===== src/common/icache_pkg.sv =====
package icache_pkg;

    ////////////////////////////////////////////////////////////
    // geometry
    ////////////////////////////////////////////////////////////
    localparam int INDEX_W  = 7;
    localparam int TAG_W    = 20;
    localparam int WORD_W   = 32;
    localparam int HALF_W   = 128;
    localparam int BEATS    = 8;
    localparam int NUM_WAYS = 2;
    localparam int NUM_SETS = 128;

    // controller states
    typedef enum logic [2:0] {
        st_reset,
        st_idle,
        st_run,
        st_miss,
        st_refill,
        st_finish,
        st_recover
    } icache_state_e;

    // refill fills by word, hits read by half
    typedef union packed {
        logic [BEATS-1:0][WORD_W-1:0] words;
        logic [1:0][HALF_W-1:0]       halves;
    } icache_line_u;

    // one request in flight
    typedef struct packed {
        logic               valid;
        logic [INDEX_W-1:0] index;
        logic               half;
        logic [TAG_W-1:0]   tag;
        logic               exc;
    } icache_req_t;

    // line assembled by the refill unit
    typedef struct packed {
        logic [INDEX_W-1:0] index;
        logic [TAG_W-1:0]   tag;
        icache_line_u       line;
    } icache_fill_t;

    // strobes from the controller, one per state of interest
    typedef struct packed {
        logic run;
        logic miss_detect;
        logic miss_start;
        logic refilling;
        logic write_line;
        logic recapture;
        logic sweep;
    } icache_ctrl_t;

endpackage


===== src/icache/icache_lru.sv =====
module icache_lru (
    input  logic                              clk,
    input  logic                              rst,
    input  icache_pkg::icache_ctrl_t          ctrl,
    input  logic [icache_pkg::INDEX_W-1:0]    index,
    output logic [icache_pkg::NUM_WAYS-1:0]   victim
);
    import icache_pkg::*;

    // one bit per set, names the next way to replace
    logic [NUM_SETS-1:0] plru;

    ////////////////////////////////////////////////////////////
    // victim choice and update
    ////////////////////////////////////////////////////////////
    always_ff @(posedge clk) begin
        if (!rst) begin
            plru   <= '0;
            victim <= '0;
        end else begin
            // 0 selects way 0, 1 selects way 1
            if (ctrl.miss_detect) begin
                victim <= NUM_WAYS'(1) << plru[index];
            end
            // point away from the way being filled
            if (ctrl.miss_start) begin
                plru[index] <= victim[0];
            end
        end
    end

endmodule


===== config.mk =====
export PLATFORM = sky130hd
export DESIGN_NAME = icache_lru
export DESIGN_NICKNAME = d
export VERILOG_FILES = /design/src/common/icache_pkg.sv /design/src/icache/icache_lru.sv
export SDC_FILE = /design/constraint.sdc
export NUM_CORES = 1
export LEC_CHECK = 0
export BUFFER_PORTS_ARGS = -buffer_cell sky130_fd_sc_hd__buf_2
export CAP_MARGIN = 20
export CORE_MARGIN = 2
export CORE_UTILIZATION = 55
export DETAILED_ROUTE_END_ITERATION = 8
export PLACE_DENSITY_LB_ADDON = 0.25
export SYNTH_ARGS = -nofsm -noshare
export SYNTH_HDL_FRONTEND = slang
export SYNTH_SLANG_ARGS = --single-unit

===== constraint.sdc =====
create_clock -name clk -period 2.3 [get_ports clk]
set_input_delay 0.23 -clock clk [delete_from_list [all_inputs] [get_ports clk]]
set_output_delay 0.23 -clock clk [all_outputs]
set_load 0.03 [all_outputs]

# ---- Word-level counts from Yosys, hierarchy flattened
# Cells that the tools add are included.
dict set report word_totals {
  ff_bits 130
  out_inout_bits 2
  wordCells 11
}
dict set report classes {
  order_cmp 2
  shifts 1
  muxes 5
  reduce_logical 1
}
# cell count
set op_table {}
lappend op_table {{$bwmux W128} 1}
lappend op_table {{$lt A7 B8 Y1 const B} 1}
lappend op_table {{$bmux W1 S7} 1}
lappend op_table {{$demux W1 S7} 1}
lappend op_table {{$ge A7 B1 Y1 const B} 1}
lappend op_table {{$mux W1} 2}
lappend op_table {{$shl A1 B1 Y2 const A} 1}
lappend op_table {{$logic_and A1 B1 Y1} 1}

# ---- Longest topological paths before layout
dict set report logic_depth {
  depth_word 5
  mapped_depth 11
  mapped_depth_nobuf 7
}

# ---- Worst setup path after synthesis
# OpenSTA, ideal clock, no wires.
dict set report synth_timing {
  kind {input to register}
  startpoint {input port index[0] (netlist bit)}
  endpoint {register victim[1] (netlist bit)}
  arrival_time_ps 2011
  required_ps 2183
  setup_slack_ps 172
  stages 8
  n_path_buf 1
  cell_sequence {buf_6 mux4_2 mux2i_1 nor2_1 or4_4 a2111oi_4 o2111ai_2 o211a_1}
}
dict set report synth_via {
  elab_chain_cells 3
}
# element line_no
set synth_rtl {}
lappend synth_rtl {{start, declared} icache_lru.sv:5} ;# input logic [icache_pkg::INDEX_W-1:0] index,
lappend synth_rtl {{$bmux W1 S7} icache_lru.sv:23} ;# victim <= NUM_WAYS'(1) << plru[index];
lappend synth_rtl {{$mux W1 (not written as such)} icache_lru.sv:23}
lappend synth_rtl {{$shl A1 B1 Y2} icache_lru.sv:23}
lappend synth_rtl {{end signal, assigned} icache_lru.sv:23}
lappend synth_rtl {{end, declared} icache_lru.sv:6} ;# output logic [icache_pkg::NUM_WAYS-1:0] victim
# No other way between the ends. The select of a mux whose other input is x is not followed.
# A chain may end at the register's enable or synchronous reset.

# ---- Final worst setup path
dict set report layout_timing {
  startpoint {register plru[59]}
  endpoint {register victim[1] (netlist bit)}
}
dict set report layout_via {
  elab_chain_cells 3
}
# element line_no
set layout_rtl {}
lappend layout_rtl {{start, declared} icache_lru.sv:11} ;# logic [NUM_SETS-1:0] plru;
lappend layout_rtl {{start signal, assigned by index} icache_lru.sv:27} ;# plru[index] <= victim[0];
lappend layout_rtl {{$bmux W1 S7} icache_lru.sv:23}
lappend layout_rtl {{$mux W1 (not written as such)} icache_lru.sv:23}
lappend layout_rtl {{$shl A1 B1 Y2} icache_lru.sv:23}
# No other way between the ends. The select of a mux whose other input is x is not followed.

==> reports/qor.txt <==
status -> completed
fillers -> 981
share of the synthesized area in the top cell type -> 38.9%
Initial Util -> 56.0%
CP max stage cell -> or4_4
vias in the first global route -> 6366
post-synthesis async set-or-reset flop share -> 0%
sequential fraction of design power -> 41.4%
I/O pin total -> 18
Period minus WS final -> 2.22 ns
initial antenna violation count -> 0
Req. time, crit path -> 2.63 ns
fmax -> 0.450 GHz
TritonCTS clock tree -> yes
DP HPWL -> 14000 um
Final setup viols -> 0
setup bufs post-CTS -> 0
Placed Instances -> 958
Post-Syn Area -> 0.00670 mm2
count leader, synth -> dfxtp_1
Pins Over Slew Limit -> 0
Syn. warnings -> 0
most common library cells after synthesis -> dfxtp_1 (130), nand3_1 (127), o21ai_0 (126)
Overflow after GRT -> 0
Overall Global Routing Usage -> 34.6%
Hold Fails Final Rpt -> 0
IO Port Bufs -> 12
Setup TNS Final -> 0 ns
vias -> 6734
routability cong. -> 0.910
# diodes -> 0
Core Util, Final -> 65.6%
Die Y -> 114 um
routed len/inst -> 22.2 um
first-pass GRT wire length -> 34300 um
Cell Count, Final, Fillers Out -> 990
Final Cycle Share -> 96.6%
Setup crit end kind -> flop
clock skew -> 0.00365 ns
leak pwr -> 2.57 nW
Syn Area/Cell -> 8.33 um2
Max Cap Violations -> 0
Power Density -> 703 mW/mm2
actual slew at the worst max-slew pin -> 0.625 ns
Antenna Nets Post-Route -> 0
area delta synth->final -> 17.1%
initial detailed-routing violation count -> 850
startpoint types -> flop
CORE AREA -> 0.0120 mm2
Die Span X -> 114 um
leading post-synthesis cells by cell area -> dfxtp_1 (39%), a21boi_0 (14%), nand3_1 (9.5%), o21ai_0 (9.4%), mux2i_1 (3.7%)
# rows -> 40
final wirelength -> 22000 um
nets -> 846
register area share after synthesis -> 38.9%
GRT busiest layer -> met2
total CTS buffers -> 17
Rel. slew slack -> 58.0%
Setup CP Type -> flop to flop
Worst Path Arrival -> 2.55 ns
GRT met3 Usage -> 8.47%
switching pwr -> 1.34 mW
Main synth FF type -> dfxtp_1
pin count of the biggest net entering global routing -> 131
Net Count, Synth -> 820
fin area -> 0.00784 mm2
clk sinks -> 130
Worst Path Max Fanout -> 2
layout cells sized above 1 -> 16.4%
unrepaired setup endpoints after global routing -> yes
Hold Crit Class -> input pin to flop
placed instance area -> 0.00724 mm2
Max Root-Sink Buffers -> 2
cts hold-fix bufs -> 0
Clock Latency Late Sink -> 0.43 ns
WHS -> 0.0949 ns
DRC -> 0
P_int -> 4.18 mW
Mapped Cells -> 804
Clock power frac -> 49.7%
GR Layer Usage met1 -> 45.0%
flop and latch count out of synthesis -> 130
VDD IR-drop max -> 0.000548 V
H-tree depth -> 4
EDFF count, synth -> 0
Root Buffer Master -> clkbuf_16
Logic pwr share -> 8.9%
drt pass-1 iters -> 5
Reg clk slew, reported paths -> 0.05 ns
largest area contributor in the netlist -> dfxtp_1
area of the multi-input gates -> 0.00377 mm2
Netlist cell types -> 49
vias per inst -> 6.80
register area -> 0.00261 mm2
Sw Ratio -> 24.2%
die area -> 0.0131 mm2
met2 usage -> 53.2%
Cell Chain, Critical Path -> mux4_2 -> mux2i_1 -> nor2_1 -> or4_4 -> a2111oi_4 -> o2111ai_2 -> o211a_1
Worst path max stage delay -> 0.54 ns
## cell usage in the layout (no fill, tap or decap), drive strengths merged, types with 4 or more instances in the layout
| cell type | netlist | layout |
|---|---|---|
| dfxtp | 130 | 130 |
| nand3 | 127 | 127 |
| o21ai | 126 | 126 |
| a21boi | 122 | 122 |
| buf | 25 | 82 |
| nand2 | 35 | 35 |
| nor2 | 26 | 26 |
| mux2i | 25 | 25 |
| clkbuf | 50 | 22 |
| nor2b | 20 | 20 |
| a22oi | 16 | 16 |
| nor3 | 13 | 13 |
| a221oi | 11 | 11 |
| mux2 | 9 | 9 |
| nand2b | 7 | 7 |
| clkinv | 0 | 7 |
| a21oi | 6 | 6 |
| mux4 | 6 | 6 |
| nand4 | 5 | 5 |
| o22ai | 5 | 5 |
| a211oi | 4 | 4 |
## power by group through the flow
| stage | logic, mW | registers [mW] | clock network [mW] |
|---|---|---|---|
| floorplan | 0.294 | 2.32 | 0 |
| global placement | 0.463 | 2.33 | 0 |
| detailed placement | 0.470 | 2.33 | 0 |
| CTS | 0.472 | 2.28 | 2.75 |
| global route | 0.510 | 2.28 | 2.84 |
| finish | 0.491 | 2.28 | 2.74 |
## stage by stage
stage          setup slack (ns)  power (mW)
4_1_cts                  0.0864        5.51
6_report                 0.0785        5.51
3_3_place_gp           -0.00621        2.79
5_1_grt                -0.00856        5.63
2_1_floorplan             0.172        2.61
3_5_place_dp            -0.0684        2.80
## registers in the layout (all words and copies together), names as in the netlist
name	flops
plru	128
victim	2
## final cells by class
cell class	instances	share of cell area [%]
well taps	147	2.34
repair buffers	82	8.58
clock inverters	10	1.69
flip-flops and latches	130	33.3
clock buffers	22	5.92
inverters	3	0.144
multi-input cells	596	48.0
## timing repair
action / in CTS / in global routing
hold endpoints to repair: 0 / 0
resized for setup: 0 / 3
endpoints found under the setup margin: 0 / 1
## cell families (layout without fill, tap and decap cells)
| group | count (synthesis) | count (layout) | share of synthesized area [%] |
|---|---|---|---|
| AOI/OAI and AO/OA | 311 | 311 | 30.7 |
| and+or+nand+nor | 245 | 245 | 18.3 |
| DFF | 130 | 130 | 38.9 |
| buffers and inverters | 78 | 117 | 4.86 |
| muxes | 40 | 40 | 7.27 |
## path summary, 6_finish.rpt
kind / to / cells after the start / from / slack, ns
setup / recovery: victim[1] / 7 / plru[59] / 0.08
hold / removal: victim[1] / 2 / ctrl[5] / 0.09
setup reg to reg: victim[1] / 7 / plru[59] / 0.08
hold reg to reg: plru[80] / 2 / plru[80] / 0.48
## worst max-delay path, delay by kind of cell (launching register included)
kind / cells / cell delay [ns]
AO/OA/AOI/OAI: 3 / 0.53
flip-flops: 1 / 0.32
multiplexers: 2 / 0.63
AND/OR/NAND/NOR: 2 / 0.63
## per-layer routing
metal  vias to the layer above  share of wire (%)
li1                       3014                  -
met1                      3229                 39
met5                         -                  0
met2                       405                 45
met4                         0                4.3
met3                        86                 11
No activity file was read; power rests on OpenSTA's default activity.
