$ cat src/common/icache_pkg.sv
package icache_pkg;

    ////////////////////////////////////////////////////////////
    // geometry
    ////////////////////////////////////////////////////////////
    localparam int INDEX_W  = 7;
    localparam int TAG_W    = 20;
    localparam int WORD_W   = 32;
    localparam int HALF_W   = 128;
    localparam int BEATS    = 8;
    localparam int NUM_WAYS = 2;
    localparam int NUM_SETS = 128;

    // controller states
    typedef enum logic [2:0] {
        st_reset,
        st_idle,
        st_run,
        st_miss,
        st_refill,
        st_finish,
        st_recover
    } icache_state_e;

    // refill fills by word, hits read by half
    typedef union packed {
        logic [BEATS-1:0][WORD_W-1:0] words;
        logic [1:0][HALF_W-1:0]       halves;
    } icache_line_u;

    // one request in flight
    typedef struct packed {
        logic               valid;
        logic [INDEX_W-1:0] index;
        logic               half;
        logic [TAG_W-1:0]   tag;
        logic               exc;
    } icache_req_t;

    // line assembled by the refill unit
    typedef struct packed {
        logic [INDEX_W-1:0] index;
        logic [TAG_W-1:0]   tag;
        icache_line_u       line;
    } icache_fill_t;

    // strobes from the controller, one per state of interest
    typedef struct packed {
        logic run;
        logic miss_detect;
        logic miss_start;
        logic refilling;
        logic write_line;
        logic recapture;
        logic sweep;
    } icache_ctrl_t;

endpackage

$ cat src/icache/icache_ctrl.sv
module icache_ctrl (
    input  logic                              clk,
    input  logic                              rst,
    input  logic                              sda_miss,
    input  logic                              fill_done,
    input  logic                              arready,
    input  logic [icache_pkg::NUM_WAYS-1:0]   victim,
    input  icache_pkg::icache_fill_t          fill,
    output icache_pkg::icache_ctrl_t          ctrl,
    output logic [icache_pkg::NUM_WAYS-1:0]   way_wen,
    output logic [icache_pkg::INDEX_W-1:0]    wr_index,
    output logic [icache_pkg::TAG_W-1:0]      wr_tag,
    output logic                              wr_valid
);
    import icache_pkg::*;

    icache_state_e      state;
    icache_state_e      state_next;
    logic [INDEX_W-1:0] sweep_cnt;

    ////////////////////////////////////////////////////////////
    // main FSM
    ////////////////////////////////////////////////////////////
    always_comb begin
        state_next = state;
        case (state)
            st_reset:   if (sweep_cnt == INDEX_W'(NUM_SETS - 1)) state_next = st_idle;
            st_idle:    state_next = st_run;
            st_run:     if (sda_miss) state_next = st_miss;
            // address phase until the slave takes it
            st_miss:    if (arready) state_next = st_refill;
            st_refill:  if (fill_done) state_next = st_finish;
            st_finish:  state_next = st_recover;
            // recover re-reads the new line, idle lands it in the data stage
            st_recover: state_next = st_idle;
            default:    state_next = st_idle;
        endcase
    end

    always_ff @(posedge clk) begin
        if (!rst) begin
            state <= st_reset;
        end else begin
            state <= state_next;
        end
    end

    // one set invalidated per sweep cycle
    always_ff @(posedge clk) begin
        if (!rst) begin
            sweep_cnt <= '0;
        end else if (state == st_reset) begin
            sweep_cnt <= sweep_cnt + 1'b1;
        end
    end

    ////////////////////////////////////////////////////////////
    // strobes and way writes
    ////////////////////////////////////////////////////////////
    always_comb begin
        ctrl.run         = (state == st_run);
        ctrl.miss_detect = (state == st_run) && sda_miss;
        ctrl.miss_start  = (state == st_miss);
        ctrl.refilling   = (state == st_refill);
        ctrl.write_line  = (state == st_finish);
        ctrl.recapture   = (state == st_idle);
        ctrl.sweep       = (state == st_reset);
    end

    always_comb begin
        case (state)
            st_reset:  way_wen = '1;
            st_finish: way_wen = victim;
            default:   way_wen = '0;
        endcase
    end

    assign wr_index = ctrl.sweep ? sweep_cnt : fill.index;
    assign wr_tag   = fill.tag;
    // sweep writes an invalid entry, finish a valid one
    assign wr_valid = ctrl.write_line;

endmodule

$ cat config.mk
export PLATFORM = sky130hd
export DESIGN_NAME = icache_ctrl
export DESIGN_NICKNAME = d
export VERILOG_FILES = /design/src/common/icache_pkg.sv /design/src/icache/icache_ctrl.sv
export SDC_FILE = /design/constraint.sdc
export NUM_CORES = 1
export LEC_CHECK = 0
export BUFFER_PORTS_ARGS = -buffer_cell sky130_fd_sc_hd__buf_2
export CORE_AREA = 10 10 119 121
export DETAILED_ROUTE_END_ITERATION = 16
export DIE_AREA = 0 0 129 131
export PLACE_DENSITY = 0.54
export SYNTH_ARGS = -nofsm -noshare
export SYNTH_HDL_FRONTEND = slang
export SYNTH_SLANG_ARGS = --single-unit
export TNS_END_PERCENT = 5
$ cat constraint.sdc
create_clock -name clk -period 4.19 [get_ports clk]
set_input_delay 0.2095 -clock clk [delete_from_list [all_inputs] [get_ports clk]]
set_output_delay 0.2095 -clock clk [all_outputs]
set_load 0.005 [all_outputs]
# ---- Word level (Yosys, flattened, before mapping)
# Cells that the tools add are included.
dict set report totals {
  ff_bits 10
  output_inout_bits 37
}
dict set report classes {
  addsub 1
  eq_ne 10
  muxes 7
  reduce_logical 3
}
# op n
set ops {}
lappend ops {{case mux 3 bit (6 select lines)} 1}
lappend ops {{two-way mux 3 bit} 4}
lappend ops {{adder 7 x 1 -> 7 bit (second input constant)} 1}
lappend ops {{== test 7 bit (second input constant)} 1}
lappend ops {{two-way mux 7 bit} 1}
lappend ops {{== test 3 x 2 -> 1 bit (second input constant)} 2}
lappend ops {{== test 3 bit (second input constant)} 2}
lappend ops {{inequality test 2 bit (second input constant)} 3}
lappend ops {{case mux 2 bit (2 select lines)} 1}
lappend ops {{AND reduction 4 bit} 1}
lappend ops {{== test 3 x 1 -> 1 bit (second input constant)} 1}
lappend ops {{logical NOT 3 bit} 1}
lappend ops {{inequality test 2 x 1 -> 1 bit (second input constant)} 1}
lappend ops {{logical AND 1 bit} 1}

# ---- Logic depth before layout (Yosys ltp)
# Gate-level depths: netlist of the first run.
dict set report logic_depth {
  depth_word 3
  ltp_mapped 7
  ltp_nobuf 6
}

# ---- Worst setup path before layout of the first run
# No wires, ideal clock.
dict set report synth_path {
  kind {reg-to-output}
  startpoint {register state[1]}
  endpoint {output wr_index[0] (netlist bit)}
  arrival_ps 1280
  required_ps 3980
  setup_slack_ps 2700
  stages_incl_launch_ff 5
  path_buffers 2
  cell_sequence {dfxtp_1 > buf_2 > nor3_4 > buf_6 > mux2_2}
}
# item line_no
set synth_lines {}
lappend synth_lines {{start: declaration} icache_ctrl.sv:17} ;# icache_state_e state;
lappend synth_lines {{start signal: assignment} icache_ctrl.sv:42} ;# state <= st_reset;
lappend synth_lines {{start signal: assignment} icache_ctrl.sv:44} ;# state <= state_next;
lappend synth_lines {{end: declaration} icache_ctrl.sv:11} ;# output logic [icache_pkg::INDEX_W-1:0] wr_index,

# ---- Final worst setup path of the first run
dict set report layout_path {
  startpoint {register state[0]}
  endpoint {output wr_index[4] (netlist bit)}
}
dict set report layout_via {
  elab_chain_cells 2
}
# item line_no
set layout_rtl {}
lappend layout_rtl {{logical NOT 3 bit} icache_ctrl.sv:67} ;# ctrl.sweep = (state == st_reset);
lappend layout_rtl {{two-way mux 7 bit} icache_ctrl.sv:78} ;# assign wr_index = ctrl.sweep ? sweep_cnt : fill.index;
# Every way passes these cells.

==> impl_metrics.prom, run 1 <==
# TYPE chip_impl_metric gauge
chip_impl_metric{name="tightest_slew",unit="ns"} 0.796
chip_impl_metric{name="syn_inst",unit=""} 105
chip_impl_metric{name="slew_viol_final",unit=""} 0
chip_impl_metric{name="portBuffers",unit=""} 30
chip_impl_metric{name="average_wire_per_standard_cell",unit="µm"} 11.2
chip_impl_metric{name="synth_area_per_cell",unit="µm²"} 8.22
chip_impl_metric{name="dpl.hpwl",unit="µm"} 2490
chip_impl_metric{name="post_cts_buffers",unit=""} 0
chip_impl_metric{name="largest_vdd_supply_drop",unit="µV"} 83.7
chip_impl_metric{name="final.fill_count",unit=""} 1383
chip_impl_info{name="rsz0062_at_grt",value="no"} 1
chip_impl_info{name="post-synth-top-count-cell",value="sky130_fd_sc_hd__buf_4"} 1
chip_impl_metric{name="cp.required",unit="ns"} 3.98
chip_impl_metric{name="synth.yosys.warnings",unit=""} 0
chip_impl_metric{name="antenna_violations_before_repair",unit=""} 2
chip_impl_metric{name="syn-cell-area",unit="µm²"} 863
chip_impl_metric{name="flow.area_growth_from_synthesis",unit="%"} 27.1
chip_impl_metric{name="clk_latency",unit="ns"} 0.24
chip_impl_metric{name="drc",unit=""} 0
chip_impl_info{name="critical_path_sink_type",value="output pin"} 1
chip_impl_metric{name="finalSetupTns",unit="ns"} 0
chip_impl_metric{name="fmax",unit="GHz"} 0.464
chip_impl_metric{name="first_global_vias",unit=""} 702
chip_impl_metric{name="initial_core_util",unit="%"} 7.31
chip_impl_metric{name="final.setup_skew",unit="ns"} 0.00259
chip_impl_metric{name="leakagePower",unit="nW"} 0.461
chip_impl_metric{name="synth_cell_types",unit=""} 29
chip_impl_metric{name="synthesized_flop_and_latch_total",unit=""} 10
chip_impl_metric{name="cts_hold_buffers",unit=""} 0
chip_impl_metric{name="cts-buffers-inserted",unit=""} 3
chip_impl_metric{name="post_cts_resized",unit=""} 0
chip_impl_info{name="post_synth_most_frequent_cells",value="21 x sky130_fd_sc_hd__buf_4, 10 x sky130_fd_sc_hd__dfxtp_1, 8 x sky130_fd_sc_hd__and2_1, 8 x sky130_fd_sc_hd__mux2_2"} 1
chip_impl_metric{name="syn-num-nets",unit=""} 397
chip_impl_info{name="outcome",value="finished clean"} 1
chip_impl_metric{name="max_slew_margin",unit="%"} 46.8
chip_impl_metric{name="drive_gt1_share",unit="%"} 38.1
chip_impl_metric{name="dr_total_vias",unit=""} 699
chip_impl_metric{name="total_global_routing_track_utilization",unit="%"} 3.42
chip_impl_metric{name="async_flop_share",unit="%"} 0
chip_impl_metric{name="ant_nets",unit=""} 0
chip_impl_info{name="path_category_of_the_worst_min_delay_check",value="input pin to flop"} 1
chip_impl_info{name="cp-start-kind",value="flop"} 1
chip_impl_info{name="synth_area_leaders",value="sky130_fd_sc_hd__dfxtp_1 23%, sky130_fd_sc_hd__buf_4 18%, sky130_fd_sc_hd__mux2_2 10%"} 1
chip_impl_metric{name="critical_path_peak_fanout",unit=""} 18
chip_impl_metric{name="finalHoldViolCount",unit=""} 0
chip_impl_metric{name="grt_first_pass_wirelength",unit="µm"} 4120
chip_impl_metric{name="clockBufferDepth",unit=""} 2
chip_impl_metric{name="gp_congestion",unit=""} 0.671
chip_impl_info{name="tritoncts",value="yes"} 1
chip_impl_metric{name="clk_transition_reported_paths",unit="ns"} 0.04
chip_impl_metric{name="timing.max_cap.violations",unit=""} 0
chip_impl_metric{name="final.period_utilization",unit="%"} 51.4
chip_impl_metric{name="synth.top_cell.area_share",unit="%"} 23.2
chip_impl_metric{name="std_cell_rows",unit=""} 40
chip_impl_metric{name="die_area",unit="µm²"} 16900
chip_impl_metric{name="largest_net_degree_at_the_start_of_global_routing",unit=""} 19
chip_impl_metric{name="fp.coreArea",unit="µm²"} 11800
chip_impl_metric{name="drt-pass1-iter-count",unit=""} 3
chip_impl_metric{name="die_height",unit="µm"} 131
chip_impl_metric{name="total_wirelength",unit="µm"} 2930
chip_impl_metric{name="period_needed",unit="ns"} 2.15
chip_impl_metric{name="setup_viol_count_final",unit=""} 0
chip_impl_metric{name="die_w",unit="µm"} 129
chip_impl_metric{name="cts-htree-levels",unit=""} 1
chip_impl_info{name="clock-root-buffer",value="sky130_fd_sc_hd__clkbuf_16"} 1
chip_impl_metric{name="detail_route.iter0.violations",unit=""} 13
chip_impl_metric{name="detail_route.vias_per_cell",unit=""} 2.67
chip_impl_metric{name="ys_seq_area_share",unit="%"} 23.2
chip_impl_metric{name="p_per_area",unit="nW/µm²"} 284
chip_impl_metric{name="synth-edff-count",unit=""} 0
chip_impl_info{name="criticalPathCategory",value="flop to output pin"} 1
chip_impl_info{name="synth-main-ff-cell",value="sky130_fd_sc_hd__dfxtp_1"} 1
chip_impl_metric{name="worst_ep_arrival_time",unit="ns"} 1.94
chip_impl_metric{name="design_power_total",unit="W"} 0.000312
chip_impl_metric{name="global_route.overflow_total",unit=""} 0
chip_impl_metric{name="ioPinCount",unit=""} 327
chip_impl_metric{name="clock_sink_count",unit=""} 10
chip_impl_metric{name="fin_nets",unit=""} 406
chip_impl_info{name="yosysTopAreaCell",value="sky130_fd_sc_hd__dfxtp_1"} 1
## state kept, by name (all words and copies together) (netlist names)
signal / flops
state: 3
sweep_cnt: 7
## routing by layer
layer  vias up  track usage (%)  part of all wire, %
met3         4             2.14                   14
met4         0             2.41                  2.1
li1        351                -                    -
met2        31             5.01                   45
met5         -                0                    0
met1       313             3.56                   39
## placed cells by master, fill, tap and decap left out, drive strengths merged, types with 3 or more instances in the layout
cell type / count
buf: 30
dfxtp: 10
and2: 8
mux2: 8
nor2: 6
nand2: 6
xnor2: 5
a21oi: 5
o21ai: 5
clkbuf: 4
nor2b: 3
nand3: 3
nor3: 3
## cell type report
cell class	count	area [µm²]	share of cell area, %
timing repair buffer	30	150	13.7
clock buffer	4	88.8	8.10
sequential	10	200	18.2
tap	147	184	16.8
inverter	2	7.51	0.684
antenna	2	5.00	0.456
multi-input combinational	67	462	42.1
## power breakdown
part / internal (W) / total [W] / switching (W)
clock network: 0.000144 / 0.000191 / 0.0000472
logic: 0.0000117 / 0.0000194 / 0.00000774
registers: 0.0000980 / 0.000101 / 0.00000318
total: 0.000253 / 0.000312 / 0.0000581
## logic make-up after synthesis
logic type,synth area share [%]
xor gates and xnor gates,6.09
AOI/OAI and AO/OA,9.42
buffers and inverters,23.3
muxes,11.6
and+or+nand+nor,23.5
DFF,23.2
adders and majority gates,2.90
## worst paths after layout
| path | from | endpoint | slack, ns | cells after the start |
|---|---|---|---|---|
| worst max-delay path | state[0] | wr_index[4] | 2.04 | 3 |
| worst min-delay path | fill_done | state[2] | 0.27 | 4 |
| worst max register to register | state[0] | state[0] | 2.38 | 4 |
| worst min register to register | sweep_cnt[1] | sweep_cnt[1] | 0.57 | 2 |
## critical path: stages, from the launching register on
cell and delay, ns:
sky130_fd_sc_hd__dfxtp_1 0.42, sky130_fd_sc_hd__nor3_4 0.72, sky130_fd_sc_hd__mux2_2 0.43, sky130_fd_sc_hd__buf_2 0.13
## metrics by stage
step / instance area (µm²) / worst slack (ns) / util (%) / hold WS (ns) / std cells
6_report: 1100 / 2.04 / 9.29 / 0.273 / 262
3_5_place_dp: 1000 / 2.25 / 8.50 / 0.419 / 256
2_1_floorplan: 863 / 2.70 / - / 0.385 / 105
3_3_place_gp: 1000 / 2.26 / 8.50 / 0.419 / 256
4_1_cts: 1090 / 1.99 / 9.25 / 0.275 / 260
5_1_grt: 1090 / 1.90 / 9.27 / 0.319 / 261
(Power assumes the default switching activity.)
==> run 2, diff against run 1 <==
Settings changed: ABC_AREA from default to 1, PLACE_DENSITY 0.54 to 0.56.
Clock period 4.19 ns to 1.75 ns, I/O delays scaled along.
==> run 2 against run 1 <==
Against the previous run: critical path depth is 3 higher; first-iteration DRC count is 7.7% lower; sequential power grew to 3.5 times the previous value; non-clock buffer count stayed put; design area is 1.9% higher; clock-buffer cell count stayed put; sequential cell count stayed put; critical endpoint is now wr_index[0].
==> impl_metrics.prom, run 2 <==
# TYPE chip_impl_metric gauge
chip_impl_metric{name="synth.yosys.warnings",unit=""} 0
chip_impl_metric{name="largest_net_degree_at_the_start_of_global_routing",unit=""} 20
chip_impl_metric{name="first_global_vias",unit=""} 818
chip_impl_info{name="synth_top_family_by_area",value="simple AND/OR/NAND/NOR gates"} 1
chip_impl_metric{name="syn-num-nets",unit=""} 428
chip_impl_metric{name="yosys.area_share.xor_xnor",unit="%"} 0
chip_impl_metric{name="syn_inst",unit=""} 136
chip_impl_metric{name="final.setup_skew",unit="ns"} 0.00318
chip_impl_metric{name="p_per_area",unit="nW/µm²"} 1490
chip_impl_info{name="largest_registers",value="sweep_cnt x7, state x3"} 1
chip_impl_metric{name="max_slew_margin",unit="%"} 83.2
chip_impl_metric{name="cts-htree-levels",unit=""} 1
chip_impl_metric{name="clockBufferDepth",unit=""} 2
chip_impl_info{name="path_category_of_the_worst_min_delay_check",value="input pin to flop"} 1
chip_impl_metric{name="drc",unit=""} 0
chip_impl_info{name="outcome",value="finished clean"} 1
chip_impl_metric{name="post_cts_resized",unit=""} 0
chip_impl_metric{name="detail_route.iter0.violations",unit=""} 12
chip_impl_info{name="post-synth-top-count-cell",value="sky130_fd_sc_hd__nand2_1"} 1
chip_impl_metric{name="synth_cell_types",unit=""} 21
chip_impl_metric{name="fin_nets",unit=""} 441
chip_impl_info{name="clock-root-buffer",value="sky130_fd_sc_hd__clkbuf_16"} 1
chip_impl_metric{name="timing.max_cap.violations",unit=""} 0
chip_impl_metric{name="synth_simple_gate_area_share",unit="%"} 35.6
chip_impl_metric{name="std_cell_rows",unit=""} 40
chip_impl_metric{name="synth-edff-count",unit=""} 0
chip_impl_metric{name="final.period_utilization",unit="%"} 84.1
chip_impl_metric{name="ioPinCount",unit=""} 327
chip_impl_metric{name="grt_first_pass_wirelength",unit="µm"} 4910
chip_impl_metric{name="gp_congestion",unit=""} 0.727
chip_impl_metric{name="antennaDiodeCount",unit=""} 0
chip_impl_info{name="layout.cells.most_common",value="sky130_fd_sc_hd__nand2_1"} 1
chip_impl_metric{name="numPlacedInstances",unit=""} 291
chip_impl_metric{name="fp.coreArea",unit="µm²"} 11800
chip_impl_metric{name="synth_adder_area_share",unit="%"} 2.92
chip_impl_metric{name="detail_route.vias_per_cell",unit=""} 2.72
chip_impl_metric{name="leakagePower",unit="nW"} 0.502
chip_impl_metric{name="final_cells",unit=""} 295
chip_impl_metric{name="period_needed",unit="ns"} 1.47
chip_impl_info{name="critical_path_sink_type",value="output pin"} 1
chip_impl_metric{name="total_wirelength",unit="µm"} 3470
chip_impl_metric{name="largest_register_ffs",unit=""} 7
chip_impl_metric{name="initial_core_util",unit="%"} 7.27
chip_impl_info{name="worst_path_max_delay_cell",value="sky130_fd_sc_hd__dfxtp_1"} 1
chip_impl_metric{name="yosys-mux-area-fraction",unit="%"} 0
chip_impl_metric{name="clock_sink_count",unit=""} 10
chip_impl_metric{name="drive_gt1_share",unit="%"} 29.7
chip_impl_info{name="regMostFlops",value="sweep_cnt"} 1
chip_impl_metric{name="die_height",unit="µm"} 131
chip_impl_metric{name="largest_vdd_supply_drop",unit="µV"} 500
chip_impl_metric{name="synth_area_per_cell",unit="µm²"} 6.31
chip_impl_info{name="critical-path-top-delay-family",value="simple AND/OR/NAND/NOR gates"} 1
chip_impl_info{name="rsz0062_at_grt",value="no"} 1
chip_impl_info{name="criticalPathCategory",value="flop to output pin"} 1
chip_impl_metric{name="critical_path_peak_fanout",unit=""} 19
chip_impl_metric{name="synthesized_flop_and_latch_total",unit=""} 10
chip_impl_metric{name="clk_transition_reported_paths",unit="ns"} 0.04
chip_impl_info{name="cpMostUsedCell",value="sky130_fd_sc_hd__nor2_1"} 1
chip_impl_metric{name="drt-pass1-iter-count",unit=""} 4
chip_impl_metric{name="finalHoldViolCount",unit=""} 0
chip_impl_metric{name="dr_total_vias",unit=""} 801
chip_impl_metric{name="cp.required",unit="ns"} 1.66
chip_impl_info{name="post_synth_most_frequent_cells",value="32 x sky130_fd_sc_hd__nand2_1, 21 x sky130_fd_sc_hd__buf_4, 19 x sky130_fd_sc_hd__nor2_1, 16 x sky130_fd_sc_hd__inv_1, 10 x sky130_fd_sc_hd__dfxtp_1"} 1
chip_impl_metric{name="average_wire_per_standard_cell",unit="µm"} 11.8
chip_impl_metric{name="cts_hold_buffers",unit=""} 0
chip_impl_info{name="cp-start-kind",value="flop"} 1
chip_impl_metric{name="slew_viol_final",unit=""} 0
chip_impl_metric{name="cp_slowest_stage_delay",unit="ns"} 0.36
chip_impl_metric{name="finalSetupTns",unit="ns"} 0
chip_impl_metric{name="tightest_slew",unit="ns"} 0.249
chip_impl_metric{name="worst_ep_arrival_time",unit="ns"} 1.38
chip_impl_metric{name="portBuffers",unit=""} 30
chip_impl_info{name="top_library_cells_by_usage_in_the_layout_fill_and_taps_aside",value="32 x sky130_fd_sc_hd__nand2_1, 30 x sky130_fd_sc_hd__buf_2, 19 x sky130_fd_sc_hd__nor2_1"} 1
chip_impl_metric{name="die_w",unit="µm"} 129
chip_impl_metric{name="regToRegSetupSlack",unit="ns"} 0.37
chip_impl_metric{name="path_buf_inv",unit=""} 2
chip_impl_info{name="yosysTopAreaCell",value="sky130_fd_sc_hd__dfxtp_1"} 1
chip_impl_metric{name="total_global_routing_track_utilization",unit="%"} 4.01
chip_impl_metric{name="syn-cell-area",unit="µm²"} 858
chip_impl_metric{name="hold-worst-slack",unit="ns"} 0.151
chip_impl_metric{name="dpl.hpwl",unit="µm"} 3100
chip_impl_metric{name="ant_nets",unit=""} 0
chip_impl_metric{name="global_route.overflow_total",unit=""} 0
chip_impl_info{name="timing.critical_path.cells",value="nor2_4, nand2_4, inv_4, nor2_1, nor2_1, buf_2"} 1
chip_impl_metric{name="post_cts_buffers",unit=""} 0
chip_impl_metric{name="clk_latency",unit="ns"} 0.24
chip_impl_info{name="synth_area_leaders",value="sky130_fd_sc_hd__dfxtp_1 23%, sky130_fd_sc_hd__buf_4 18%, sky130_fd_sc_hd__nand2_1 14%"} 1
chip_impl_metric{name="fmax",unit="GHz"} 0.680
chip_impl_metric{name="antenna_violations_before_repair",unit=""} 0
chip_impl_metric{name="ys_seq_area_share",unit="%"} 23.3
chip_impl_metric{name="setup_viol_count_final",unit=""} 0
chip_impl_metric{name="synth.top_cell.area_share",unit="%"} 23.3
chip_impl_metric{name="die_area",unit="µm²"} 16900
chip_impl_metric{name="flow.area_growth_from_synthesis",unit="%"} 30.3
chip_impl_info{name="tritoncts",value="yes"} 1
chip_impl_info{name="synth-main-ff-cell",value="sky130_fd_sc_hd__dfxtp_1"} 1
chip_impl_metric{name="cts-buffers-inserted",unit=""} 3
chip_impl_metric{name="finalCoreUtilization",unit="%"} 9.47
chip_impl_metric{name="synth_compound_gate_area_share",unit="%"} 10.2
chip_impl_metric{name="async_flop_share",unit="%"} 0
[run 2: tightest hold or removal path, delay by kind of cell]
| kind | cells | cell delay [ns] |
|---|---|---|
| simple gates | 2 | 0.10 |
| buf+inv | 1 | 0.15 |
[run 2: final cells by class]
cell class / count / area (µm²)
Clock buffer: 4 / 88.8
Multi-Input combinational cell: 84 / 418
Sequential cell: 10 / 200
Timing Repair Buffer: 30 / 150
Inverter: 20 / 77.6
Fill cell: 1398 / 10700
Tap cell: 147 / 184
[run 2: stage by stage]
stage                     power (W)  worst slack, ns  cell area (µm²)
after detailed placement    0.00123            0.382             1030
after floorplan            0.000944            0.554              858
after global routing        0.00183            0.128             1120
final                       0.00167            0.279             1120
after global placement      0.00121            0.448             1030
after CTS                   0.00170            0.269             1120
[run 2: cell families (layout without fill, tap and decap cells)]
family,count (synthesis),in the layout
AO/OA/AOI/OAI,16,16
adder cells (fa/ha/maj),2,2
buffers and inverters,42,54
flip-flops,10,10
AND/OR/NAND/NOR,66,66
[run 2: report_power, final]
| part | internal [W] | switching, W |
|---|---|---|
| logic | 0.000324 | 0.000532 |
| clock network | 0.000345 | 0.000117 |
| registers | 0.000281 | 0.0000690 |
| total | 0.000949 | 0.000718 |
[run 2: metal layers]
layer / global-route usage (%) / share of wire, % / routed length, µm
met4: 0.870 / 0.58 / 20
met2: 5.01 / 36 / 1230
met5: 0 / 0 / 0
met1: 4.34 / 41 / 1430
met3: 4.55 / 23 / 783
[run 2: worst paths after layout]
kind | from | to | depth (start not counted)
hold / removal | rst | sweep_cnt[4] | 3
setup reg to reg | state[1] | state[2] | 7
hold reg to reg | sweep_cnt[1] | sweep_cnt[1] | 2
setup / recovery | state[0] | wr_index[0] | 6
