`config.mk`:
```
export PLATFORM = sky130hd
export DESIGN_NAME = icache_refill
export DESIGN_NICKNAME = d
export VERILOG_FILES = /design/src/common/icache_pkg.sv /design/src/icache/icache_refill.sv
export SDC_FILE = /design/constraint.sdc
export NUM_CORES = 1
export LEC_CHECK = 0
export ABC_AREA = 1
export BUFFER_PORTS_ARGS = -buffer_cell sky130_fd_sc_hd__buf_4
export CAP_MARGIN = 40
export CORE_AREA = 2 2 155 157
export CTS_CLUSTER_SIZE = 12
export DETAILED_ROUTE_END_ITERATION = 7
export DIE_AREA = 0 0 157 159
export GPL_TIMING_DRIVEN = 0
export PLACE_DENSITY = 0.71
export SYNTH_ARGS = -nofsm -noshare
export SYNTH_HDL_FRONTEND = slang
export SYNTH_SLANG_ARGS = --single-unit
```
`constraint.sdc`:
```
create_clock -name clk -period 4.88 [get_ports clk]
set_input_delay 0.244 -clock clk [delete_from_list [all_inputs] [get_ports clk]]
set_output_delay 0.244 -clock clk [all_outputs]
set_load 0.1 [all_outputs]
```
`src/common/icache_pkg.sv`:
```
package icache_pkg;

    ////////////////////////////////////////////////////////////
    // geometry
    ////////////////////////////////////////////////////////////
    localparam int INDEX_W  = 7;
    localparam int TAG_W    = 20;
    localparam int WORD_W   = 32;
    localparam int HALF_W   = 128;
    localparam int BEATS    = 8;
    localparam int NUM_WAYS = 2;
    localparam int NUM_SETS = 128;

    // controller states
    typedef enum logic [2:0] {
        st_reset,
        st_idle,
        st_run,
        st_miss,
        st_refill,
        st_finish,
        st_recover
    } icache_state_e;

    // refill fills by word, hits read by half
    typedef union packed {
        logic [BEATS-1:0][WORD_W-1:0] words;
        logic [1:0][HALF_W-1:0]       halves;
    } icache_line_u;

    // one request in flight
    typedef struct packed {
        logic               valid;
        logic [INDEX_W-1:0] index;
        logic               half;
        logic [TAG_W-1:0]   tag;
        logic               exc;
    } icache_req_t;

    // line assembled by the refill unit
    typedef struct packed {
        logic [INDEX_W-1:0] index;
        logic [TAG_W-1:0]   tag;
        icache_line_u       line;
    } icache_fill_t;

    // strobes from the controller, one per state of interest
    typedef struct packed {
        logic run;
        logic miss_detect;
        logic miss_start;
        logic refilling;
        logic write_line;
        logic recapture;
        logic sweep;
    } icache_ctrl_t;

endpackage

```
`src/icache/icache_refill.sv`:
```
module icache_refill #(
    parameter logic [3:0] AXI_ID = 4'h0
) (
    input  logic                       clk,
    input  logic                       rst,
    input  icache_pkg::icache_ctrl_t   ctrl,
    input  icache_pkg::icache_req_t    sda,
    input  logic                       arready,
    input  logic [3:0]                 rid,
    input  logic [31:0]                rdata,
    input  logic                       rlast,
    input  logic                       rvalid,
    output logic [31:0]                araddr,
    output logic                       arvalid,
    output logic                       rready,
    output icache_pkg::icache_fill_t   fill,
    output logic                       fill_done
);
    import icache_pkg::*;

    localparam int CNT_W = $clog2(BEATS);

    logic [CNT_W-1:0] beat_cnt;
    logic             addr_hs;
    logic             beat_ok;

    ////////////////////////////////////////////////////////////
    // AXI read, slave assumes 8 beats of 4 bytes, wrapping
    ////////////////////////////////////////////////////////////
    assign arvalid = ctrl.miss_start;
    // requested half first, low bits zero
    assign araddr  = {sda.tag, sda.index, sda.half, 4'b0000};
    assign rready  = ctrl.refilling;

    assign addr_hs   = ctrl.miss_start && arready;
    // beats for other ids are ignored
    assign beat_ok   = ctrl.refilling && rvalid && (rid == AXI_ID);
    assign fill_done = beat_ok && rlast;

    // wrap follows the burst order, starting at the requested half
    always_ff @(posedge clk) begin
        if (!rst) begin
            beat_cnt <= '0;
        end else if (addr_hs) begin
            beat_cnt <= {sda.half, {(CNT_W - 1){1'b0}}};
        end else if (beat_ok) begin
            beat_cnt <= beat_cnt + 1'b1;
        end
    end

    // line buffer
    always_ff @(posedge clk) begin
        if (addr_hs) begin
            fill.index <= sda.index;
            fill.tag   <= sda.tag;
        end
        if (beat_ok) begin
            fill.line.words[beat_cnt] <= rdata;
        end
    end

endmodule

```
### Word-level counts from Yosys, hierarchy flattened

Index checks and enable logic that the tools add are counted.

| storage, ports and cells | value |
|---|---|
| register bits after elaboration | 286 |
| memory bits (read-only) | 0 |
| output and inout port bits | 318 |
| memory bits (writable) | 0 |
| bits in latches | 0 |
| memories kept | 0 |

| cells by class | value |
|---|---|
| reductions and logical operators | 8 |
| $lt $le $gt $ge | 2 |
| div/mod/pow operators | 0 |
| add/sub/neg operators | 1 |
| equal/unequal tests | 0 |
| mux-type cells | 5 |
| bitwise operators | 1 |
| multiply operators | 0 |
| shift-type cells | 0 |

Operators by type and width:

| operator | count |
|---|---|
| $bwmux 256 | 1 |
| $demux 32 s3 | 1 |
| $mux 32 | 1 |
| $mux 3 | 2 |
| $logic_and 1x1->1 | 5 |
| $logic_not 4->1 | 1 |
| $lt 3x4->1 const B | 1 |
| $add 3x1->3 const B | 1 |
| $ge 3x1->1 const B | 1 |
| $reduce_bool 2->1 | 1 |
| $reduce_or 2->1 | 1 |
| $not 1->1 | 1 |

### Longest topological paths before layout

Gate-level depths: netlist of run 1.

| logic depth | value |
|---|---|
| depth in word-level cells | 5 |
| gate-level depth with buffers | 9 |
| depth with buffers taken out | 9 |

### Worst setup path after synthesis of run 1

Ideal clock, no wire load.

| timing path | value |
|---|---|
| path type | reg-to-reg |
| start | register beat_cnt[2] (netlist name) |
| end | register fill[128] (netlist name) (enable) |
| data arrival time | 3.678 ns |
| path buffers | 0 |
| slack | 0.700 ns |
| period minus slack after synthesis | 4.180 ns |
| required time | 4.378 ns |
| stages on the path, launching flop included | 3 |
| cell sequence | dfxtp_1 inv_2 nor4_1 |

RTL lines:

| what | RTL line | RTL |
|---|---|---|
| to (decl) | icache_refill.sv:16 | `output icache_pkg::icache_fill_t fill,` |

==> results of run 1 <==
-- kinds of logic (layout without fill, tap and decap cells) --
kind of cell / after synthesis / count (layout) / synth area share (%)
adder cells (fa/ha/maj): 1 / 1 / 0.1382
buffers and inverters: 44 / 573 / 3.234
flip-flops: 286 / 286 / 94.53
other: 1 / 4 / 0.04142
AND/OR/NAND/NOR: 34 / 34 / 2.059
-- cell usage in the layout (no fill, tap or decap), types with 4 or more instances in the layout --
cell	n
sky130_fd_sc_hd__nor3_2	4
sky130_fd_sc_hd__nand2_1	12
sky130_fd_sc_hd__dlygate4sd3_1	60
sky130_fd_sc_hd__clkbuf_1	13
sky130_fd_sc_hd__clkbuf_16	29
sky130_fd_sc_hd__conb_1	4
sky130_fd_sc_hd__nor2_1	5
sky130_fd_sc_hd__edfxtp_1	283
sky130_fd_sc_hd__nor4_2	4
sky130_fd_sc_hd__buf_4	443
sky130_fd_sc_hd__buf_6	7
sky130_fd_sc_hd__inv_1	8
sky130_fd_sc_hd__buf_2	8
-- cell type report --
| type | instances | area share (%) |
|---|---|---|
| Buffer | 34 | 1.802 |
| Clock buffer | 42 | 5.469 |
| Clock inverter | 2 | 0.4241 |
| Inverter | 10 | 0.2651 |
| Multi-Input combinational cell | 39 | 1.829 |
| Sequential cell | 286 | 60.43 |
| Tap cell | 319 | 2.819 |
| Timing Repair Buffer | 485 | 26.96 |
-- what timing repair did --
action,in CTS,in global routing
hold buffers,60,0
gates resized for setup,0,0
hold endpoints to repair,284,0
-- layer usage --
metal | vias up | track usage (%) | wire length, um
li1 | 2409 | - | -
met1 | 2577 | 21.03 | 8641
met2 | 294 | 31.50 | 11840
met3 | 40 | 5.444 | 2207
met4 | 2 | 5.129 | 544
met5 | - | 0 | 13
-- power groups by stage --
stage	combinational (mW)	sequential [mW]	clock, mW
2_1_floorplan	0.144	2.90	0
3_3_place_gp	0.390	2.78	0
3_5_place_dp	0.398	2.78	0
4_1_cts	0.439	2.73	2.02
5_1_grt	0.455	2.73	2.13
6_report	0.439	2.73	1.98
-- registers in the layout (all words and copies together) (netlist names) --
register,count
fill,283
beat_cnt,3
-- worst max path at each step --
stage                 to   startpoint
3_5_place_dp    fill[20]       rid[1]
4_1_cts        fill[139]  beat_cnt[2]
5_1_grt        fill[152]  beat_cnt[2]
3_3_place_gp   fill[139]       rid[1]
2_1_floorplan  fill[128]  beat_cnt[2]
6_report       fill[154]  beat_cnt[2]
-- critical path, cell delays in order, from the launching register on --
cell and delay (ns):
sky130_fd_sc_hd__dfxtp_1 0.50, sky130_fd_sc_hd__inv_2 0.15, sky130_fd_sc_hd__nor4_2 0.67, sky130_fd_sc_hd__buf_4 0.29, sky130_fd_sc_hd__buf_2 0.23, sky130_fd_sc_hd__buf_2 0.24
-- through the flow --
stage               setup slack, ns  setup TNS (ns)  hold WS, ns
floorplan                    0.6999               0       0.3429
global placement             -2.896         -458.96       0.4330
detailed placement            2.397               0       0.4335
CTS                           2.478               0      0.09719
global route                  2.376               0       0.1368
finish                        2.487               0       0.1235
==> run_results.csv, run 1 <==
group,metric,value,unit
synthesis,syn_area,0.009054,mm2
cells_and_area,multi_input_area,259.0,um2
synthesis,syn_avg_cell_area,24.74,um2
floorplanning,die-width,157,um
cells_and_area,insertedDiodeCount,0,
synthesis,synth_cell_type_count,18,
global_routing,grt_remaining_overflow,0,
sta,worst_clock_skew,0.009368,ns
hold_path,hold_crit_class,"input pin to register",
status,run_status,"complete, no violations",
synthesis,syn_inst,366,
cts,cts_inserted_buffers,28,
cts,path_clk_slew,0.06,ns
cts,ctsLongestPathBuffers,3,
power_and_ir_drop,power.static_leakage,5.650,nW
routing,drt_first_pass_iters,4,
synthesis,synth_area_leaders,"sky130_fd_sc_hd__edfxtp_1 94%, sky130_fd_sc_hd__buf_4 2.8%, sky130_fd_sc_hd__dfxtp_1 0.66%",
setup_path,worst-path-max-fanout,6,
cells_and_area,finalInstanceArea,0.01416,mm2
cells_and_area,drive_gt1_share,56.46,%
synthesis,synth_enable_flop_cells,283,
cells_and_area,stdcell_count,1217,
setup_path,worst_setup_path_start_kind,"register",
routing,postRouteWirelength,23240,um
sta,max_freq,0.4178,GHz
synthesis,synth_commonest_cells,"283 x sky130_fd_sc_hd__edfxtp_1, 34 x sky130_fd_sc_hd__buf_4, 12 x sky130_fd_sc_hd__nand2_1",
floorplanning,die_h,159,um
cells_and_area,area_used_by_sequential_logic_in_the_layout,0.008558,mm2
sta,grt_setup_unrepaired,"false",
synthesis,postSynth.asyncResetShare,0,%
job,max_cap_violations,0,
sta,worst_pin_slew,0.7229,ns
setup_path,cp-end-kind,"register",
floorplanning,rows,56,
routing,antenna_violating_nets_post_route,0,
sta,finalWorstPathRequiredPeriod,2.393,ns
power_and_ir_drop,power.density,363.5,mW/mm2
cells_and_area,final_net_count,963,
power_and_ir_drop,combPwrFrac,8.5,%
sta,timing.final.setup_violations,0,
routing,avgRoutedWirePerCell,19.10,um
synthesis,synth_largest_type_area_fraction,93.86,%
synthesis,ys_seq_elements,286,
power_and_ir_drop,netSwitchingPower,1.117,mW
placed_design,place.detailed.instances,1113,
setup_path,crit_arrival,2.60,ns
cts,clock-root-buffer,"sky130_fd_sc_hd__clkbuf_16",
placed_design,routabilityCongestion,0.7814,
global_routing,antenna_violations_before_repair,1,
setup_path,critical_path.reg2reg.endpoint,"fill[154]",
sta,final_worst_path_period_share,49.04,%
hold_path,hold_start,"arready",
global_routing,largest_net_degree_at_the_start_of_global_routing,23,
cts,numClockSinks,286,
sta,max_slew_violations,0,
routing,first_iter_violations,295,
placed_design,place.port_buffers,384,
synthesis,synth_seq_area_share,94.53,%
floorplanning,core,0.02319,mm2
sta,relSlewSlack,51.55,%
cts,cts_setup_buffers,0,
synthesis,most_frequent_cell_after_synthesis,"sky130_fd_sc_hd__edfxtp_1",
cts,worstSkewPairLatency,0.52,ns
cells_and_area,final_core_util,61.06,%
power_and_ir_drop,ir_worst_vdd,0.0002918,V
power_and_ir_drop,sequentialPowerShare,52.9,%
synthesis,post-synth-top-area-cell,"sky130_fd_sc_hd__edfxtp_1",
setup_path,crit_type,"register to register",
placed_design,placed_area,0.01273,mm2
power_and_ir_drop,p_total,5.148,mW
sta,timing_hold_violations_final,0,
setup_path,setup.reg_to_reg.worst_slack,2.49,ns
power_and_ir_drop,power_switching_share,21.70,%
routing,viasPerCell,4.373,
setup_path,worstPathRequired,5.09,ns
placed_design,post-dp-hpwl,17080,um
routing,post-route-drc-count,0,
global_routing,global_route.usage.total,17.87,%
routing,via_count,5322,
synthesis,synth-main-ff-cell,"sky130_fd_sc_hd__edfxtp_1",
power_and_ir_drop,cell_internal_pwr,4.031,mW
hold_path,hold-path-endpoint,"beat_cnt[2]",
power_and_ir_drop,clockPowerShare,38.5,%
setup_path,r2r_start,"beat_cnt[2]",
floorplanning,initial_core_utilization,39.04,%
setup_path,reg2regPathDepth,5,
cts,tritoncts,"yes",
floorplanning,io_pins,396,
global_routing,first_global_vias,5507,
cts,cts_max_level,1,
floorplanning,full_die_area,0.02496,mm2
cells_and_area,layout-area-overhead-vs-synth,56.41,%
cells_and_area,final.fill_count,1626,
global_routing,grt_first_pass_wirelength,33580,um
synthesis,synth.yosys.warnings,0,
hold_path,hold_path_depth,6,
Note: power is estimated with default switching activity, not from simulation.
==> run 2: changes to the inputs <==
--- a/config.mk
+++ b/config.mk
@@ -5,13 +5,13 @@
 export SDC_FILE = /design/constraint.sdc
 export NUM_CORES = 1
 export LEC_CHECK = 0
-export ABC_AREA = 1
+export ABC_AREA = 0
 export BUFFER_PORTS_ARGS = -buffer_cell sky130_fd_sc_hd__buf_4
 export CAP_MARGIN = 40
-export CORE_AREA = 2 2 155 157
+export CORE_AREA = 2 2 154 156
 export CTS_CLUSTER_SIZE = 12
 export DETAILED_ROUTE_END_ITERATION = 7
-export DIE_AREA = 0 0 157 159
+export DIE_AREA = 0 0 156 158
 export GPL_TIMING_DRIVEN = 0
 export PLACE_DENSITY = 0.71
 export SYNTH_ARGS = -nofsm -noshare
==> constraint.sdc (replaced) <==
create_clock -name clk -period 2.4 [get_ports clk]
set_input_delay 0.12 -clock clk [delete_from_list [all_inputs] [get_ports clk]]
set_output_delay 0.12 -clock clk [all_outputs]
set_load 0.1 [all_outputs]
==> run 2 against run 1 <==
- hold slack got worse by 0.061 ns
- sequential power increased by 100%
- clock-buffer cell count is 4 lower
- flip-flop and latch count unchanged
- clock skew decreased by 0.00088 ns
- setup slack worse by 2.3 ns
- clock power grew 91%
- combinational power up 100%
==> run_results.csv, run 2 <==
group,metric,value,unit
status,run_status,"complete, no violations",
cts,cts_inserted_buffers,28,
setup_path,critical_path.reg2reg.endpoint,"fill[152]",
global_routing,antenna_violations_before_repair,1,
cells_and_area,most_frequent_standard_cell_in_the_layout_excluding_fill_and_tap_cells,"sky130_fd_sc_hd__buf_4",
setup_path,worstSetupEndpoint,"fill[152]",
floorplanning,die-width,156,um
global_routing,grt_remaining_overflow,0,
sta,timing.final.setup_violations,0,
sta,worst_pin_slew,0.7154,ns
synthesis,most_frequent_cell_after_synthesis,"sky130_fd_sc_hd__edfxtp_1",
setup_path,worstPathRequired,2.62,ns
synthesis,synth_commonest_cells,"283 x sky130_fd_sc_hd__edfxtp_1, 34 x sky130_fd_sc_hd__buf_4",
placed_design,place.port_buffers,384,
synthesis,synth_seq_area_share,95.15,%
power_and_ir_drop,ir_worst_vdd,0.0005117,V
hold_path,hold_crit_class,"input pin to register",
floorplanning,initial_core_utilization,39.02,%
cells_and_area,largest_registers,"fill x283, beat_cnt x3",
setup_path,r2r_start,"beat_cnt[2]",
global_routing,largest_net_degree_at_the_start_of_global_routing,21,
cts,worstSkewPairLatency,0.52,ns
routing,first_iter_violations,251,
setup_path,setup.reg_to_reg.worst_slack,0.14,ns
power_and_ir_drop,power.density,723.8,mW/mm2
synthesis,syn_avg_cell_area,25.41,um2
synthesis,synth_enable_flop_cells,283,
power_and_ir_drop,p_total,10.22,mW
global_routing,first_global_vias,5365,
synthesis,synth_area_leaders,"sky130_fd_sc_hd__edfxtp_1 94%, sky130_fd_sc_hd__buf_4 2.8%, sky130_fd_sc_hd__dfxtp_1 0.67%",
setup_path,crit_arrival,2.47,ns
job,max_cap_violations,0,
cts,path_clk_slew,0.06,ns
sta,max_slew_violations,0,
routing,postRouteWirelength,23750,um
sta,finalWorstPathRequiredPeriod,2.255,ns
synthesis,synth.yosys.warnings,0,
routing,antenna_violating_nets_post_route,0,
floorplanning,full_die_area,0.02465,mm2
cells_and_area,drive_gt1_share,55.01,%
cts,tritoncts,"yes",
routing,via_count,5312,
cts,post_cts_resize_count,0,
cells_and_area,layout-area-overhead-vs-synth,56.92,%
sta,relSlewSlack,51.95,%
synthesis,ys_seq_elements,286,
sta,final_worst_path_period_share,93.97,%
setup_path,worst_setup_path_start_kind,"register",
synthesis,synth_cell_type_count,18,
floorplanning,rows,56,
cts,clock-root-buffer,"sky130_fd_sc_hd__clkbuf_16",
global_routing,global_route.usage.total,18.02,%
setup_path,crit_type,"register to register",
cts,ctsLongestPathBuffers,3,
sta,worst_clock_skew,0.008486,ns
cells_and_area,final_net_count,938,
routing,viasPerCell,4.579,
synthesis,syn_inst,354,
setup_path,timing.critical_path.from,"beat_cnt[2]",
synthesis,synth-main-ff-cell,"sky130_fd_sc_hd__edfxtp_1",
sta,max_freq,0.4434,GHz
cts,cts_max_level,1,
sta,grt_setup_unrepaired,"false",
cells_and_area,most-common-layout-cells,"420 x sky130_fd_sc_hd__buf_4, 283 x sky130_fd_sc_hd__edfxtp_1, 67 x sky130_fd_sc_hd__dlygate4sd3_1",
synthesis,post-synth-top-area-cell,"sky130_fd_sc_hd__edfxtp_1",
global_routing,grt_first_pass_wirelength,32890,um
routing,avgRoutedWirePerCell,20.47,um
placed_design,routabilityCongestion,0.7927,
synthesis,synth_largest_type_area_fraction,94.48,%
floorplanning,core,0.02305,mm2
cells_and_area,final_core_util,61.23,%
cells_and_area,largest_reg_flops,283,
setup_path,reg2regPathDepth,3,
cells_and_area,largest_register,"fill",
synthesis,syn_area,0.008995,mm2
routing,post-route-drc-count,0,
synthesis,postSynth.asyncResetShare,0,%
routing,drt_first_pass_iters,4,
sta,timing_hold_violations_final,0,
power_and_ir_drop,power.static_leakage,5.477,nW
setup_path,cp-end-kind,"register",
cts,numClockSinks,286,
floorplanning,die_h,158,um
setup_path,worst-path-max-fanout,13,
floorplanning,io_pins,396,
placed_design,post-dp-hpwl,16130,um
==> run 2: per-stage QoR <==
step | instance area (um2) | hold WS, ns | cells | TNS (ns) | setup slack [ns]
global route | 14110 | 0.1087 | 1160 | 0 | 0.03550
finish | 14110 | 0.06283 | 1160 | 0 | 0.1447
global placement | 12290 | 0.3078 | 1031 | -439.59 | -1.915
detailed placement | 12600 | 0.3093 | 1047 | -5.398 | -0.1555
floorplan | 9041 | 0.2189 | 357 | -34.31 | -0.1790
CTS | 14060 | 0.03340 | 1156 | 0 | 0.0001363
==> run 2: cell type report <==
class	count	area, um2
plain buffers	34	255.2
fillers	1598	8937
clock inverters	2	8.758
flip-flops and latches	286	8558
well taps	290	362.8
clock buffers	38	759.5
diodes	1	2.502
multi-input cells	35	267.8
repair buffers	472	3892
inverters	2	7.507
==> run 2: worst max-delay path, stage by stage, from the launching register on <==
cell	delay [ns]
sky130_fd_sc_hd__dfxtp_1	0.60
sky130_fd_sc_hd__nand4_1	0.49
sky130_fd_sc_hd__nor3_4	0.59
sky130_fd_sc_hd__buf_8	0.26
==> run 2: timing repair <==
| action | CTS | global route |
|---|---|---|
| endpoints found under the setup margin | 25 | 37 |
| hold buffers | 67 | 0 |
| pin swaps | 1 | 2 |
| endpoints found under the hold margin | 286 | 0 |
| buffers inserted | 2 | 3 |
==> run 2: logic make-up (layout without fill, tap and decap cells) <==
kind of cell | count (synthesis) | in the layout | synth area share, %
DFF | 286 | 286 | 95.15
buffers and inverters | 36 | 548 | 2.921
and+or+nand+nor | 23 | 23 | 1.349
AOI/OAI and AO/OA | 7 | 7 | 0.4035
adders and majority gates | 1 | 1 | 0.1391
other | 1 | 5 | 0.04169
==> run 2: worst min-delay path by stage <==
stage	startpoint	to	slack, ns	depth (start not counted)
after floorplan	rdata[0]	fill[0]	0.22	0
after global placement	sda[16]	fill[271]	0.31	1
after detailed placement	sda[20]	fill[275]	0.31	1
after CTS	ctrl[3]	beat_cnt[1]	0.03	4
after global routing	ctrl[3]	beat_cnt[1]	0.11	4
final	ctrl[3]	beat_cnt[1]	0.06	4
==> run 2: where the power goes <==
| part | total [mW] | internal, mW | switching (mW) | leakage [nW] |
|---|---|---|---|---|
| registers | 5.54 | 5.53 | 0.0154 | 2.58 |
| clock network | 3.78 | 2.16 | 1.62 | 0.373 |
| logic | 0.889 | 0.261 | 0.628 | 2.52 |
==> run 2: layer usage <==
metal / vias up / track usage, % / share of wire (%)
met5: - / 0 / 0
met1: 2589 / 20.82 / 37
met4: 0 / 5.636 / 2.5
li1: 2373 / - / -
met3: 45 / 5.283 / 8.7
met2: 305 / 32.45 / 52
==> run 3: changes to the inputs <==
--- a/config.mk
+++ b/config.mk
@@ -14,6 +14,7 @@
 export DIE_AREA = 0 0 156 158
 export GPL_TIMING_DRIVEN = 0
 export PLACE_DENSITY = 0.71
+export RECOVER_POWER = 25
 export SYNTH_ARGS = -nofsm -noshare
 export SYNTH_HDL_FRONTEND = slang
 export SYNTH_SLANG_ARGS = --single-unit
==> run 3 against run 2 <==
- non-clock buffer count is the same
- clock-buffer cell count unchanged
- combinational power fell by 3.5%
- total power shrank 0.28%
- die area stayed put
- critical path depth is the same
- setup slack improved by 0.0013 ns
- global-route usage unchanged
==> run_results.csv, run 3 (synthesis gave the netlist of run 2 again) <==
group,metric,value,unit
setup_path,crit_arrival,2.47,ns
cts,ctsLongestPathBuffers,3,
sta,final_worst_path_period_share,93.92,%
setup_path,cp-end-kind,"register",
power_and_ir_drop,power.density,729.4,mW/mm2
floorplanning,full_die_area,0.02465,mm2
setup_path,worst-path-max-fanout,13,
setup_path,critical_path_cell_count,3,
routing,post-route-drc-count,0,
placed_design,placed_area,0.01260,mm2
cells_and_area,final.fill_count,1650,
sta,worst_clock_skew,0.007891,ns
global_routing,grt_first_pass_wirelength,32890,um
sta,relSlewSlack,51.84,%
setup_path,delay_of_the_slowest_cell_on_the_worst_path,0.60,ns
sta,finalWorstPathRequiredPeriod,2.254,ns
sta,timing.final.setup_violations,0,
floorplanning,rows,56,
floorplanning,die_h,158,um
placed_design,place.port_buffers,384,
job,max_cap_violations,0,
cts,clock-root-buffer,"sky130_fd_sc_hd__clkbuf_16",
routing,avgRoutedWirePerCell,20.41,um
cts,numClockSinks,286,
global_routing,largest_net_degree_at_the_start_of_global_routing,21,
routing,postRouteWirelength,23670,um
cells_and_area,layout-area-overhead-vs-synth,55.29,%
floorplanning,initial_core_utilization,39.02,%
cts,cts_max_level,1,
sta,timing.hold.ws,0.06719,ns
hold_path,hold_crit_class,"input pin to register",
global_routing,antenna_violations_before_repair,1,
cells_and_area,largest_reg_flops,283,
cts,cts_inserted_buffers,28,
hold_path,hold_start,"ctrl[3]",
placed_design,routabilityCongestion,0.7927,
hold_path,hold_path_depth,4,
global_routing,first_global_vias,5365,
sta,grt_setup_unrepaired,"false",
sta,max_slew_violations,0,
cts,tritoncts,"yes",
global_routing,global_route.usage.total,18.02,%
sta,max_freq,0.4437,GHz
status,run_status,"complete, no violations",
floorplanning,die-width,156,um
setup_path,crit_path_cell_trace,"nand4_1, nor3_4, buf_8",
sta,timing_hold_violations_final,0,
global_routing,grt_remaining_overflow,0,
setup_path,worstPathRequired,2.62,ns
floorplanning,core,0.02305,mm2
power_and_ir_drop,ir_worst_vdd,0.0005100,V
cts,post_cts_resize_count,0,
routing,drt_first_pass_iters,4,
placed_design,post-dp-hpwl,16130,um
cells_and_area,most-common-layout-cells,"367 x sky130_fd_sc_hd__buf_4, 283 x sky130_fd_sc_hd__edfxtp_1, 67 x sky130_fd_sc_hd__dlygate4sd3_1",
cells_and_area,largest_registers,"fill x283, beat_cnt x3",
sta,setup_tns,0,ns
power_and_ir_drop,power.static_leakage,5.332,nW
setup_path,reg2regPathDepth,3,
setup_path,timing.critical_path.from,"beat_cnt[2]",
routing,via_count,5316,
cells_and_area,finalInstanceArea,0.01397,mm2
setup_path,critical_path.slowest_cell,"sky130_fd_sc_hd__dfxtp_1",
cells_and_area,largest_register,"fill",
cells_and_area,final_net_count,938,
floorplanning,io_pins,396,
sta,worst_pin_slew,0.7170,ns
setup_path,timing.critical_path.buf_inv,1,
cells_and_area,most_frequent_standard_cell_in_the_layout_excluding_fill_and_tap_cells,"sky130_fd_sc_hd__buf_4",
cells_and_area,final_core_util,60.59,%
cells_and_area,drive_gt1_share,50.52,%
cts,path_clk_slew,0.06,ns
routing,first_iter_violations,273,
setup_path,crit_type,"register to register",
setup_path,worst_setup_path_start_kind,"register",
cts,worstSkewPairLatency,0.52,ns
routing,antenna_violating_nets_post_route,0,
setup_path,critical-path-top-delay-family,"simple AND/OR/NAND/NOR gates",
setup_path,r2r_start,"beat_cnt[2]",
routing,viasPerCell,4.583,
run 3: what timing repair did:
item,in CTS,in global routing
setup endpoints to repair,25,37
setup buffers,2,3
hold buffers,67,0
pin swaps,1,2
hold endpoints to repair,286,0
run 3: per-layer routing:
layer / track usage (%) / routed length (um) / share of wire, %
met1: 20.82 / 8707 / 37
met2: 32.45 / 12370 / 52
met3: 5.283 / 2035 / 8.6
met4: 5.636 / 556 / 2.3
met5: 0 / 0 / 0
run 3: worst reg2reg max path: stages (launching register included):
cell                      delay, ns
sky130_fd_sc_hd__dfxtp_1       0.60
sky130_fd_sc_hd__nand4_1       0.49
sky130_fd_sc_hd__nor3_4        0.59
sky130_fd_sc_hd__buf_8         0.26
run 3: final cells by class:
class                      count  area (um2)  area share, %
sequential                   286        8558          61.27
timing repair buffer         472        3746          26.82
clock buffer                  38       759.5          5.437
tap                          290       362.8          2.598
multi-input combinational     35       267.8          1.917
buffer                        34       255.2          1.827
clock inverter                 2       8.758        0.06270
inverter                       2       7.507        0.05374
antenna                        1       2.502        0.01791
run 3: through the flow:
stage	cells	setup slack, ns	total power, mW
after detailed placement	1047	-0.1555	6.441
after floorplan	357	-0.1790	6.181
after global routing	1160	0.03550	10.51
final	1160	0.1460	10.19
after global placement	1031	-1.915	6.424
after CTS	1156	0.0001363	10.30
run 3: worst paths after layout:
kind                                    end  slack, ns
worst max-delay path              fill[152]       0.15
worst min-delay path            beat_cnt[1]       0.07
worst max register to register    fill[152]       0.15
worst min register to register  beat_cnt[1]       0.64
run 3: power by group:
part           switching, mW  internal [mW]
Clock                   1.62           2.16
Sequential            0.0153           5.53
Combinational          0.626          0.232
